File: src/hk_pkg.sv
/*
 * Housekeeping SPI shared definitions
 * Widths, register map, reset values, fixed IDs, sequencer phases
 * and the bus and PLL configuration structs
 */
package hk_pkg;

    // ------------------------------------------------------------------------
    // Basic widths
    // ------------------------------------------------------------------------
    typedef logic [7:0]  byte_t;
    typedef logic [7:0]  addr_t;
    typedef logic [2:0]  bitcnt_t;
    typedef logic [31:0] mask_rev_t;
    typedef logic [25:0] pll_trim_t;
    typedef logic [4:0]  pll_div_t;
    typedef logic [2:0]  pll_sel_t;

    // Sequencer phase within a CSB frame
    typedef enum logic [1:0] {
        ST_COMMAND = 2'b00,
        ST_ADDRESS = 2'b01,
        ST_DATA    = 2'b10
    } spi_state_e;

    // All PLL controls as seen by the clock generator
    typedef struct packed {
        logic      ena;
        logic      dco_ena;
        logic      bypass;
        pll_trim_t trim;
        pll_sel_t  sel;
        pll_sel_t  sel90;
        pll_div_t  div;
    } pll_cfg_t;

    // Register access from the serial target to the bank
    typedef struct packed {
        addr_t addr;
        byte_t wdata;
        logic  wrstb;
    } hk_bus_t;

    // ------------------------------------------------------------------------
    // Identification
    // ------------------------------------------------------------------------
    localparam logic [11:0] MFGR_ID = 12'h456;
    localparam byte_t       PROD_ID = 8'h10;

    // ------------------------------------------------------------------------
    // Register map
    // ------------------------------------------------------------------------
    localparam addr_t REG_STATUS     = 8'h00;
    localparam addr_t REG_MFGR_HI    = 8'h01;
    localparam addr_t REG_MFGR_LO    = 8'h02;
    localparam addr_t REG_PROD       = 8'h03;
    // Mask revision, most significant byte first
    localparam addr_t REG_MASK0      = 8'h04;
    localparam addr_t REG_MASK1      = 8'h05;
    localparam addr_t REG_MASK2      = 8'h06;
    localparam addr_t REG_MASK3      = 8'h07;
    localparam addr_t REG_PLL_ENA    = 8'h08;
    localparam addr_t REG_PLL_BYPASS = 8'h09;
    localparam addr_t REG_IRQ        = 8'h0A;
    localparam addr_t REG_RESET      = 8'h0B;
    localparam addr_t REG_TRAP       = 8'h0C;
    // Trim, least significant byte first
    localparam addr_t REG_TRIM0      = 8'h0D;
    localparam addr_t REG_TRIM1      = 8'h0E;
    localparam addr_t REG_TRIM2      = 8'h0F;
    localparam addr_t REG_TRIM3      = 8'h10;
    localparam addr_t REG_PLL_SEL    = 8'h11;
    localparam addr_t REG_PLL_DIV    = 8'h12;

    // PLL defaults: slow trim with bit 12 clear for a clean start,
    // divide-by-2 outputs, free-running DCO, PLL off and bypassed
    localparam pll_cfg_t PLL_CFG_RST = '{
        ena:     1'b0,
        dco_ena: 1'b1,
        bypass:  1'b1,
        trim:    26'h3FF_EFFF,
        sel:     3'd2,
        sel90:   3'd2,
        div:     5'd4
    };

endpackage

File: src/hk_spi_tx.sv
`timescale 1ns/1ps

/*
 * Housekeeping SPI falling-edge output stage
 * Loads and shifts readback data onto SDO, drives the SDO enable
 * and times the write strobe half a cycle ahead of the last data bit
 */
module hk_spi_tx
    import hk_pkg::*;
(
    input  logic       SCK,
    input  logic       RSTB,
    input  logic       CSB,
    input  logic       writemode,
    input  logic       readmode,
    input  spi_state_e state,
    input  bitcnt_t    count,
    input  byte_t      rdata,
    output logic       wrstb,
    output logic       SDO,
    output logic       sdo_enb
);

    logic  csb_rstb;
    // Outgoing byte, MSB presented on SDO
    byte_t ldata;

    assign csb_rstb = RSTB & ~CSB;
    assign SDO      = ldata[7];

    always_ff @(negedge SCK or negedge csb_rstb) begin
        if (!csb_rstb) begin
            wrstb   <= 1'b0;
            ldata   <= '0;
            sdo_enb <= 1'b1;
        end else if (state == ST_DATA) begin
            if (readmode) begin
                sdo_enb <= 1'b0;
                // Fresh byte at bit 0, then shift out MSB first
                if (count == 3'd0) begin
                    ldata <= rdata;
                end else begin
                    ldata <= {ldata[6:0], 1'b0};
                end
            end else begin
                sdo_enb <= 1'b1;
            end
            // Strobe up before the 8th data edge, so the
            // bank latches on that rising edge
            if (count == 3'd7) begin
                wrstb <= writemode;
            end else begin
                wrstb <= 1'b0;
            end
        end else begin
            // Command and address phases
            wrstb   <= 1'b0;
            sdo_enb <= 1'b1;
        end
    end

endmodule

File: src/hk_spi_slave.sv
`timescale 1ns/1ps

/*
 * Housekeeping SPI target sequencer
 * Shifts in command, address and data bytes on rising SCK and steps
 * the address; falling-edge output logic lives in hk_spi_tx
 */
module hk_spi_slave
    import hk_pkg::*;
(
    input  logic    SCK,
    input  logic    RSTB,
    input  logic    SDI,
    input  logic    CSB,
    input  byte_t   rdata,
    output hk_bus_t bus,
    output logic    SDO,
    output logic    sdo_enb
);

    // Frame reset, low while CSB is high or chip reset is active
    logic       csb_rstb;

    spi_state_e state;
    bitcnt_t    count;
    logic       writemode;
    logic       readmode;
    // Remaining bytes in fixed-count mode, zero means streaming
    logic [2:0] fixed_cnt;
    addr_t      addr;
    // Last seven SDI bits, upper part of the write byte
    logic [6:0] predata;
    logic       wrstb;

    assign csb_rstb = RSTB & ~CSB;

    // ------------------------------------------------------------------------
    // Rising-edge sequencer
    // ------------------------------------------------------------------------
    always_ff @(posedge SCK or negedge csb_rstb) begin
        if (!csb_rstb) begin
            state     <= ST_COMMAND;
            count     <= '0;
            writemode <= 1'b0;
            readmode  <= 1'b0;
            fixed_cnt <= '0;
            addr      <= '0;
        end else begin
            // Bit counter runs in every phase and wraps per byte
            count <= count + 3'd1;
            case (state)
                ST_COMMAND: begin
                    // Command byte, MSB first: W, R, three count bits
                    case (count)
                        3'd0: writemode <= SDI;
                        3'd1: readmode <= SDI;
                        3'd2, 3'd3, 3'd4: fixed_cnt <= {fixed_cnt[1:0], SDI};
                        // Bits 2..0 of the command are ignored
                        3'd7: state <= ST_ADDRESS;
                        default: ;
                    endcase
                end
                ST_ADDRESS: begin
                    addr <= {addr[6:0], SDI};
                    if (count == 3'd7) begin
                        state <= ST_DATA;
                    end
                end
                ST_DATA: begin
                    if (count == 3'd7) begin
                        // Byte done, step to next register
                        addr <= addr + 8'd1;
                        if (fixed_cnt == 3'd1) begin
                            // Last counted byte, next edge opens a command
                            state <= ST_COMMAND;
                        end else if (fixed_cnt != 3'd0) begin
                            fixed_cnt <= fixed_cnt - 3'd1;
                        end
                    end
                end
                default: begin
                    state <= ST_COMMAND;
                end
            endcase
        end
    end

    // Free-running input shifter
    // Only the seven bits before the last data edge are ever used
    always_ff @(posedge SCK) begin
        predata <= {predata[5:0], SDI};
    end

    // ------------------------------------------------------------------------
    // Falling-edge output side
    // ------------------------------------------------------------------------
    hk_spi_tx u_tx (
        .SCK       (SCK),
        .RSTB      (RSTB),
        .CSB       (CSB),
        .writemode (writemode),
        .readmode  (readmode),
        .state     (state),
        .count     (count),
        .rdata     (rdata),
        .wrstb     (wrstb),
        .SDO       (SDO),
        .sdo_enb   (sdo_enb)
    );

    // Write byte completes with the live SDI bit,
    // so the bank stores it on the last data edge
    assign bus = '{
        addr:  addr,
        wdata: {predata, SDI},
        wrstb: wrstb
    };

endmodule

File: src/hk_regs.sv
`timescale 1ns/1ps

/*
 * Housekeeping configuration register bank
 * PLL, IRQ and core-reset registers with byte writes by address,
 * plus combinational readback of IDs, mask revision and trap
 */
module hk_regs
    import hk_pkg::*;
(
    input  logic      SCK,
    input  logic      RSTB,
    input  hk_bus_t   bus,
    input  logic      trap,
    input  mask_rev_t mask_rev_in,
    output byte_t     rdata,
    output pll_cfg_t  pll,
    output logic      irq,
    output logic      reset
);

    // ------------------------------------------------------------------------
    // Write side
    // ------------------------------------------------------------------------
    always_ff @(posedge SCK or negedge RSTB) begin
        if (!RSTB) begin
            pll   <= PLL_CFG_RST;
            irq   <= 1'b0;
            reset <= 1'b0;
        end else if (bus.wrstb) begin
            // Only the bits that exist are kept
            case (bus.addr)
                REG_PLL_ENA: begin
                    pll.ena     <= bus.wdata[0];
                    pll.dco_ena <= bus.wdata[1];
                end
                REG_PLL_BYPASS: begin
                    pll.bypass <= bus.wdata[0];
                end
                REG_IRQ: begin
                    irq <= bus.wdata[0];
                end
                REG_RESET: begin
                    reset <= bus.wdata[0];
                end
                // Trim bytes, low byte at the lowest address
                REG_TRIM0: begin
                    pll.trim[7:0] <= bus.wdata;
                end
                REG_TRIM1: begin
                    pll.trim[15:8] <= bus.wdata;
                end
                REG_TRIM2: begin
                    pll.trim[23:16] <= bus.wdata;
                end
                REG_TRIM3: begin
                    pll.trim[25:24] <= bus.wdata[1:0];
                end
                REG_PLL_SEL: begin
                    pll.sel   <= bus.wdata[2:0];
                    pll.sel90 <= bus.wdata[5:3];
                end
                REG_PLL_DIV: begin
                    pll.div <= bus.wdata[4:0];
                end
                // IDs, mask rev, trap and unmapped: no effect
                default: ;
            endcase
        end
    end

    // ------------------------------------------------------------------------
    // Readback, zero-padded, zero for unmapped addresses
    // ------------------------------------------------------------------------
    always_comb begin
        rdata = '0;
        case (bus.addr)
            REG_STATUS:     rdata = 8'h00;
            REG_MFGR_HI:    rdata = {4'h0, MFGR_ID[11:8]};
            REG_MFGR_LO:    rdata = MFGR_ID[7:0];
            REG_PROD:       rdata = PROD_ID;
            // Metal-programmed revision, MSB byte first
            REG_MASK0:      rdata = mask_rev_in[31:24];
            REG_MASK1:      rdata = mask_rev_in[23:16];
            REG_MASK2:      rdata = mask_rev_in[15:8];
            REG_MASK3:      rdata = mask_rev_in[7:0];
            REG_PLL_ENA:    rdata = {6'b0, pll.dco_ena, pll.ena};
            REG_PLL_BYPASS: rdata = {7'b0, pll.bypass};
            REG_IRQ:        rdata = {7'b0, irq};
            REG_RESET:      rdata = {7'b0, reset};
            REG_TRAP:       rdata = {7'b0, trap};
            REG_TRIM0:      rdata = pll.trim[7:0];
            REG_TRIM1:      rdata = pll.trim[15:8];
            REG_TRIM2:      rdata = pll.trim[23:16];
            REG_TRIM3:      rdata = {6'b0, pll.trim[25:24]};
            REG_PLL_SEL:    rdata = {2'b0, pll.sel90, pll.sel};
            REG_PLL_DIV:    rdata = {3'b0, pll.div};
            default:        rdata = 8'h00;
        endcase
    end

endmodule

File: src/hk_spi_top.sv
`timescale 1ns/1ps

/*
 * Housekeeping SPI top level
 * Joins the serial target to the PLL, IRQ and reset register bank
 */
module hk_spi_top
    import hk_pkg::*;
(
    input  logic      SCK,
    input  logic      RSTB,
    input  logic      SDI,
    input  logic      CSB,
    input  logic      trap,
    input  mask_rev_t mask_rev_in,
    output logic      SDO,
    output logic      sdo_enb,
    output pll_cfg_t  pll,
    output logic      irq,
    output logic      reset
);

    // Register access and readback between target and bank
    hk_bus_t bus;
    byte_t   rdata;

    // Serial target
    hk_spi_slave u_slave (
        .SCK     (SCK),
        .RSTB    (RSTB),
        .SDI     (SDI),
        .CSB     (CSB),
        .rdata   (rdata),
        .bus     (bus),
        .SDO     (SDO),
        .sdo_enb (sdo_enb)
    );

    // Configuration registers
    hk_regs u_regs (
        .SCK         (SCK),
        .RSTB        (RSTB),
        .bus         (bus),
        .trap        (trap),
        .mask_rev_in (mask_rev_in),
        .rdata       (rdata),
        .pll         (pll),
        .irq         (irq),
        .reset       (reset)
    );

endmodule

File: config.mk
export PLATFORM = sky130hd
export DESIGN_NAME = hk_spi_top
export DESIGN_NICKNAME = d
export VERILOG_FILES = /design/src/hk_pkg.sv /design/src/hk_spi_tx.sv /design/src/hk_spi_slave.sv /design/src/hk_regs.sv /design/src/hk_spi_top.sv
export SDC_FILE = /design/constraint.sdc
export NUM_CORES = 1
export LEC_CHECK = 0
export CORE_MARGIN = 2
export CORE_UTILIZATION = 57
export CTS_BUF_LIST = sky130_fd_sc_hd__clkbuf_16
export CTS_CLUSTER_DIAMETER = 30
export DETAILED_ROUTE_END_ITERATION = 7
export DONT_BUFFER_PORTS = 1
export PLACE_DENSITY_LB_ADDON = 0.1
export SYNTH_ARGS = -nofsm -noshare
export SYNTH_HDL_FRONTEND = slang
export SYNTH_SLANG_ARGS = --single-unit
File: constraint.sdc
create_clock -name SCK -period 2.3 [get_ports SCK]
set_input_delay 0.46 -clock SCK [delete_from_list [all_inputs] [get_ports SCK]]
set_output_delay 0.46 -clock SCK [all_outputs]
set_load 0.01 [all_outputs]
# Word-level counts from Yosys, hierarchy flattened
# Index checks and enable logic that the tools add are counted.
# W data, S select, Z words.
# op_classes
muxes	18
bitwise	2
add_sub_neg	3
n_shift	0
n_eq_ne	33
order_cmp	0
mul	0
div_mod_pow	0
n_reduce_logical	22
# ops
operator	n
$pmux W8 S18	1
$eq A8 B4 Y1 const B	8
$eq A8 B3 Y1 const B	4
$reduce_and A2 Y1	14
$eq A8 B5 Y1 const B	3
$eq A8 B2 Y1 const B	2
$mux W8	2
$pmux W8 S2	1
$mux W3	4
$ne A2 B1 Y1 const B	5
$add A8 B1 Y8 const B	1
$eq A8 B1 Y1 const B	1
$mux W2	4
$eq A3 B1 Y1 const B	2
$eq A3 B2 Y1 const B	2
$eq A3 B3 Y1 const B	2
$pmux W2 S3	1
$pmux W3 S2	1
$reduce_and A5 Y1	1
$mux W1	4
$ne A2 B2 Y1 const B	2
$reduce_and A4 Y1	1
$reduce_bool A2 Y1	2
$add A3 B1 Y3 const B	1
other kinds (9)	9
# word_totals
output_inout_bits	44
latchBits	0
ramBits	0
romBits	0
reg_bits	77
n_memories	0
inputBits	37

# Logic depth before layout (Yosys ltp)
# logic_depth
word_depth	5
mapped_depth	9
ltp_nobuf	7

# Modules after synthesis
# A second synthesis with hierarchy kept.
# unflattened
cells_unflattened	399
area_unflattened_um2	4408.0
# by_module_without_submodules
module	cells_per_inst	n_inst	seq_area_each_um2	area_each_um2
hk_regs	221	1	1088.5	2568.7
hk_spi_slave	127	1	590.6	1372.6
hk_spi_tx	51	1	251.5	466.7

==> results.sh <==
export IMPL_run_status="finished with violations"
export IMPL_failed_checks="setup timing"
export IMPL_worst_setup_hold_path_clk_slew_ns=0.06
export IMPL_startpoint_of_the_worst_register_to_register_path="u_slave.addr[5]$_DFFE_PN0P_"
export IMPL_post_route_skew_ns=0.05272
export IMPL_cts_tree="yes"
export IMPL_vdd_drop_max_mv=0.6680
export IMPL_finish_cell_count_without_fillers=605
export IMPL_synthDominantAreaCellType="dfstp_2"
export IMPL_initial_utilization_pct=57.98
export IMPL_route_antenna_remaining_nets=0
export IMPL_ys_top_cells_by_area="dfstp_2, dfrtp_1, mux2_2, dfrtn_1, ha_1"
export IMPL_rr_endpoint="u_slave.u_tx.ldata[1]$_DFFE_NN0P_"
export IMPL_placement_cell_area_um2=5157
export IMPL_grt_setup_unrepaired="yes"
export IMPL_ys_types=65
export IMPL_syn_num_nets=437
export IMPL_clockPowerShare_pct=24.4
export IMPL_wl_per_cell_um=22.40
export IMPL_multiInputGateArea_um2=2346
export IMPL_internal_power_w=0.003710
export IMPL_setup_viol=47
export IMPL_numPlacedInstances=574
export IMPL_final_max_slew_viol_count=0
export IMPL_netSwitchingFraction_pct=38.25
export IMPL_synth_warnings=0
export IMPL_routed_via_count=3886
export IMPL_share_of_flip_flops_with_an_asynchronous_set_or_reset_pct=90.91
export IMPL_cts_root_buf="clkbuf_16"
export IMPL_share_comb_of_total_power_pct=46.8
export IMPL_synth_cell_area_um2=4160
export IMPL_clk_path_buf_depth=2
export IMPL_worst_slew_pin_slew_ns=0.4699
export IMPL_number_of_enable_type_register_cells_in_the_synthesized_netlist=0
export IMPL_synth_ff_type="dfstp_2"
export IMPL_final_critical_path_setup_slack_ns=-0.8223
export IMPL_pwr_density_cell_nw_per_um2=1022
export IMPL_timing_critical_path_to="u_slave.u_tx.ldata[1]$_DFFE_NN0P_"
export IMPL_detailedPlacementHpwl_mm=8.875
export IMPL_global_placer_s_final_weighted_congestion=0.8865
export IMPL_p_leak_nw=2.612
export IMPL_postSynthRegisterBits=77
export IMPL_cp_start_kind="register"
export IMPL_timing_reg2reg_setup_slack_ns=-0.82
export IMPL_switchingPower_w=0.002298
export IMPL_endpoint_kind="register"
export IMPL_global_route_wire_length_before_repair_mm=19.44
export IMPL_design_die_area_um2=7998
export IMPL_synth_commonest_cells="mux2_2, dfstp_2, nand2_1, dfrtp_1, a21oi_1"
export IMPL_max_cap_violations=0
export IMPL_num_rows=31
export IMPL_share_of_total_power_in_sequential_cells_pct=28.7
export IMPL_grt_usage_pct=33.37
export IMPL_crit_required_ns=1.50
export IMPL_numPortBuffers=0
export IMPL_critPathArrivalTime_ns=2.32
export IMPL_global_route_overflow_total=0
export IMPL_hold_path_class="in -> async"
export IMPL_filler_cell_count=403
export IMPL_finalWirelength_mm=13.55
export IMPL_yosys_cell_count_top_type="mux2_2"
export IMPL_drt_first_pass_iters=6
export IMPL_detail_route_drc_violations=0
export IMPL_die_x_um=89.43
export IMPL_nets=551
export IMPL_detail_route_vias_per_cell=6.423
export IMPL_syn2layout_area_growth_pct=41.35
export IMPL_max_slew_margin_pct=68.23
export IMPL_numCtsBuffers=9
export IMPL_worstSetupPathType="reg -> reg"
export IMPL_final_hold_violation_count=0
export IMPL_critical_path_startpoint="u_slave.addr[5]$_DFFE_PN0P_"
export IMPL_cts_htree_levels=3
export IMPL_floorplan_io_pins=81
export IMPL_final_total_power_w=0.006008
export IMPL_worstRegToRegCells=6
export IMPL_synth_avg_cell_area_um2=10.75
export IMPL_layout_cell_area_non_filler_um2=5881
export IMPL_tritoncts_num_sinks=77
export IMPL_die_height_um=89.43
export IMPL_antenna_violations_before_repair=0
export IMPL_grt_max_degree=43
export IMPL_seq_area_um2=1934
export IMPL_insertedDiodeCount=0
export IMPL_yosysSeqAreaShare_pct=46.41
export IMPL_netlist_area_leader_share_pct=19.58
export IMPL_number_of_global_route_vias_before_repair=3629
export IMPL_synthesis_instances=387
export IMPL_core_area_um2=7176
export IMPL_critPathMaxFanout=4
export IMPL_clock_latency_ns=0.39
export IMPL_drive_gt1_share_pct=54.55
export IMPL_drt_iter0_markers=520
layout make-up:
class	instances	area share (%)
clock inverter	8	1.426
timing repair buffer	130	19.04
multi-input combinational	270	39.89
inverter	12	0.8085
sequential	77	32.89
tap	99	2.106
clock buffer	9	3.830
layout by cell type, fill, tap and decap left out, drive strengths merged, types with 2 or more instances in the layout:
| cell | n |
|---|---|
| a211oi | 2 |
| a21oi | 24 |
| a221o | 2 |
| a221oi | 4 |
| a222oi | 3 |
| a22o | 5 |
| a22oi | 10 |
| a31oi | 5 |
| a32o | 2 |
| a32oi | 2 |
| and3 | 9 |
| buf | 129 |
| clkbuf | 9 |
| clkinvlp | 2 |
| dfrtn | 9 |
| dfrtp | 30 |
| dfstp | 31 |
| dfxtp | 7 |
| ha | 13 |
| inv | 16 |
| mux2 | 50 |
| mux2i | 10 |
| nand2 | 32 |
| nand2b | 4 |
| nand3 | 13 |
| nor2 | 19 |
| nor2b | 3 |
| nor3 | 5 |
| nor4 | 3 |
| nor4b | 2 |
| o21a | 2 |
| o21ai | 17 |
| o22ai | 2 |
| o2bb2ai | 2 |
| o31ai | 2 |
| xnor2 | 2 |
flip-flops by register name (all words and copies together), names as in the netlist:
signal,cells
u_regs.pll,40
u_slave.addr,8
u_slave.u_tx.ldata,8
u_slave.predata,7
u_slave.count,3
u_slave.fixed_cnt,3
u_slave.state,2
u_regs.irq,1
u_regs.reset,1
u_slave.readmode,1
u_slave.u_tx.sdo_enb,1
u_slave.u_tx.wrstb,1
u_slave.writemode,1
how the worst min path moves through the flow:
| stage | startpoint | endpoint | slack [ns] | cells past startpoint |
|---|---|---|---|---|
| CTS | CSB | u_slave.addr[1]$_DFFE_PN0P_ | 0.08 | 2 |
| floorplan | RSTB | u_regs.irq$_DFFE_PN0P_ | 0.16 | 0 |
| global route | CSB | u_slave.addr[1]$_DFFE_PN0P_ | 0.09 | 2 |
| global placement | RSTB | u_regs.pll[23]$_DFFE_PN0P_ | 0.17 | 0 |
| detailed placement | RSTB | u_regs.pll[23]$_DFFE_PN0P_ | 0.17 | 0 |
| finish | CSB | u_slave.addr[1]$_DFFE_PN0P_ | 0.08 | 2 |
what timing repair did:
action	4_1_cts	5_1_grt
resized for setup	30	30
endpoints found under the setup margin	46	51
hold endpoints to repair	42	0
hold buffers	2	0
pin swaps	9	19
buffers inserted	4	11
per-layer routing:
layer | wire length, um | track usage, %
met1 | 5112 | 44.54
met2 | 6440 | 50.37
met3 | 1438 | 9.788
met4 | 561 | 15.06
met5 | 0 | 0
kinds of logic (layout without fill, tap and decap cells):
group / Yosys count / count (layout) / share of synthesized area, %
flip-flops: 77 / 77 / 46.41
adder cells (fa/ha/maj): 13 / 13 / 3.910
AND/OR/NAND/NOR: 100 / 100 / 13.47
multiplexers: 60 / 60 / 15.94
AO/OA/AOI/OAI: 94 / 94 / 15.61
XOR/XNOR: 3 / 3 / 0.6317
buffers and inverters: 40 / 159 / 4.030
power groups by stage:
stage          combinational [W]  sequential (W)    clock, W
2_1_floorplan            0.00148         0.00168  0.00000544
3_3_place_gp             0.00224         0.00171  0.00000544
3_5_place_dp             0.00229         0.00172  0.00000544
4_1_cts                  0.00244         0.00171     0.00148
5_1_grt                  0.00295         0.00175     0.00153
6_report                 0.00281         0.00173     0.00147
per-stage QoR:
step	hold WS, ns	setup slack [ns]	TNS (ns)	util, %
floorplan	0.1644	-0.6937	-4.857	-
global placement	0.1652	-0.7105	-6.365	71.87
detailed placement	0.1650	-0.7220	-6.998	71.87
CTS	0.08120	-0.6662	-7.911	79.09
global route	0.09404	-0.8569	-10.70	81.95
finish	0.07792	-0.8223	-9.445	81.95
critical path: stages, from the launching register on:
cell and delay, ns:
dfrtp_1 0.40, buf_6 0.13, or4b_4 0.50, nor3_4 0.32
a22oi_1 0.13, or3b_1 0.41, o211ai_1 0.10
Power figures use the tool's default switching activity.
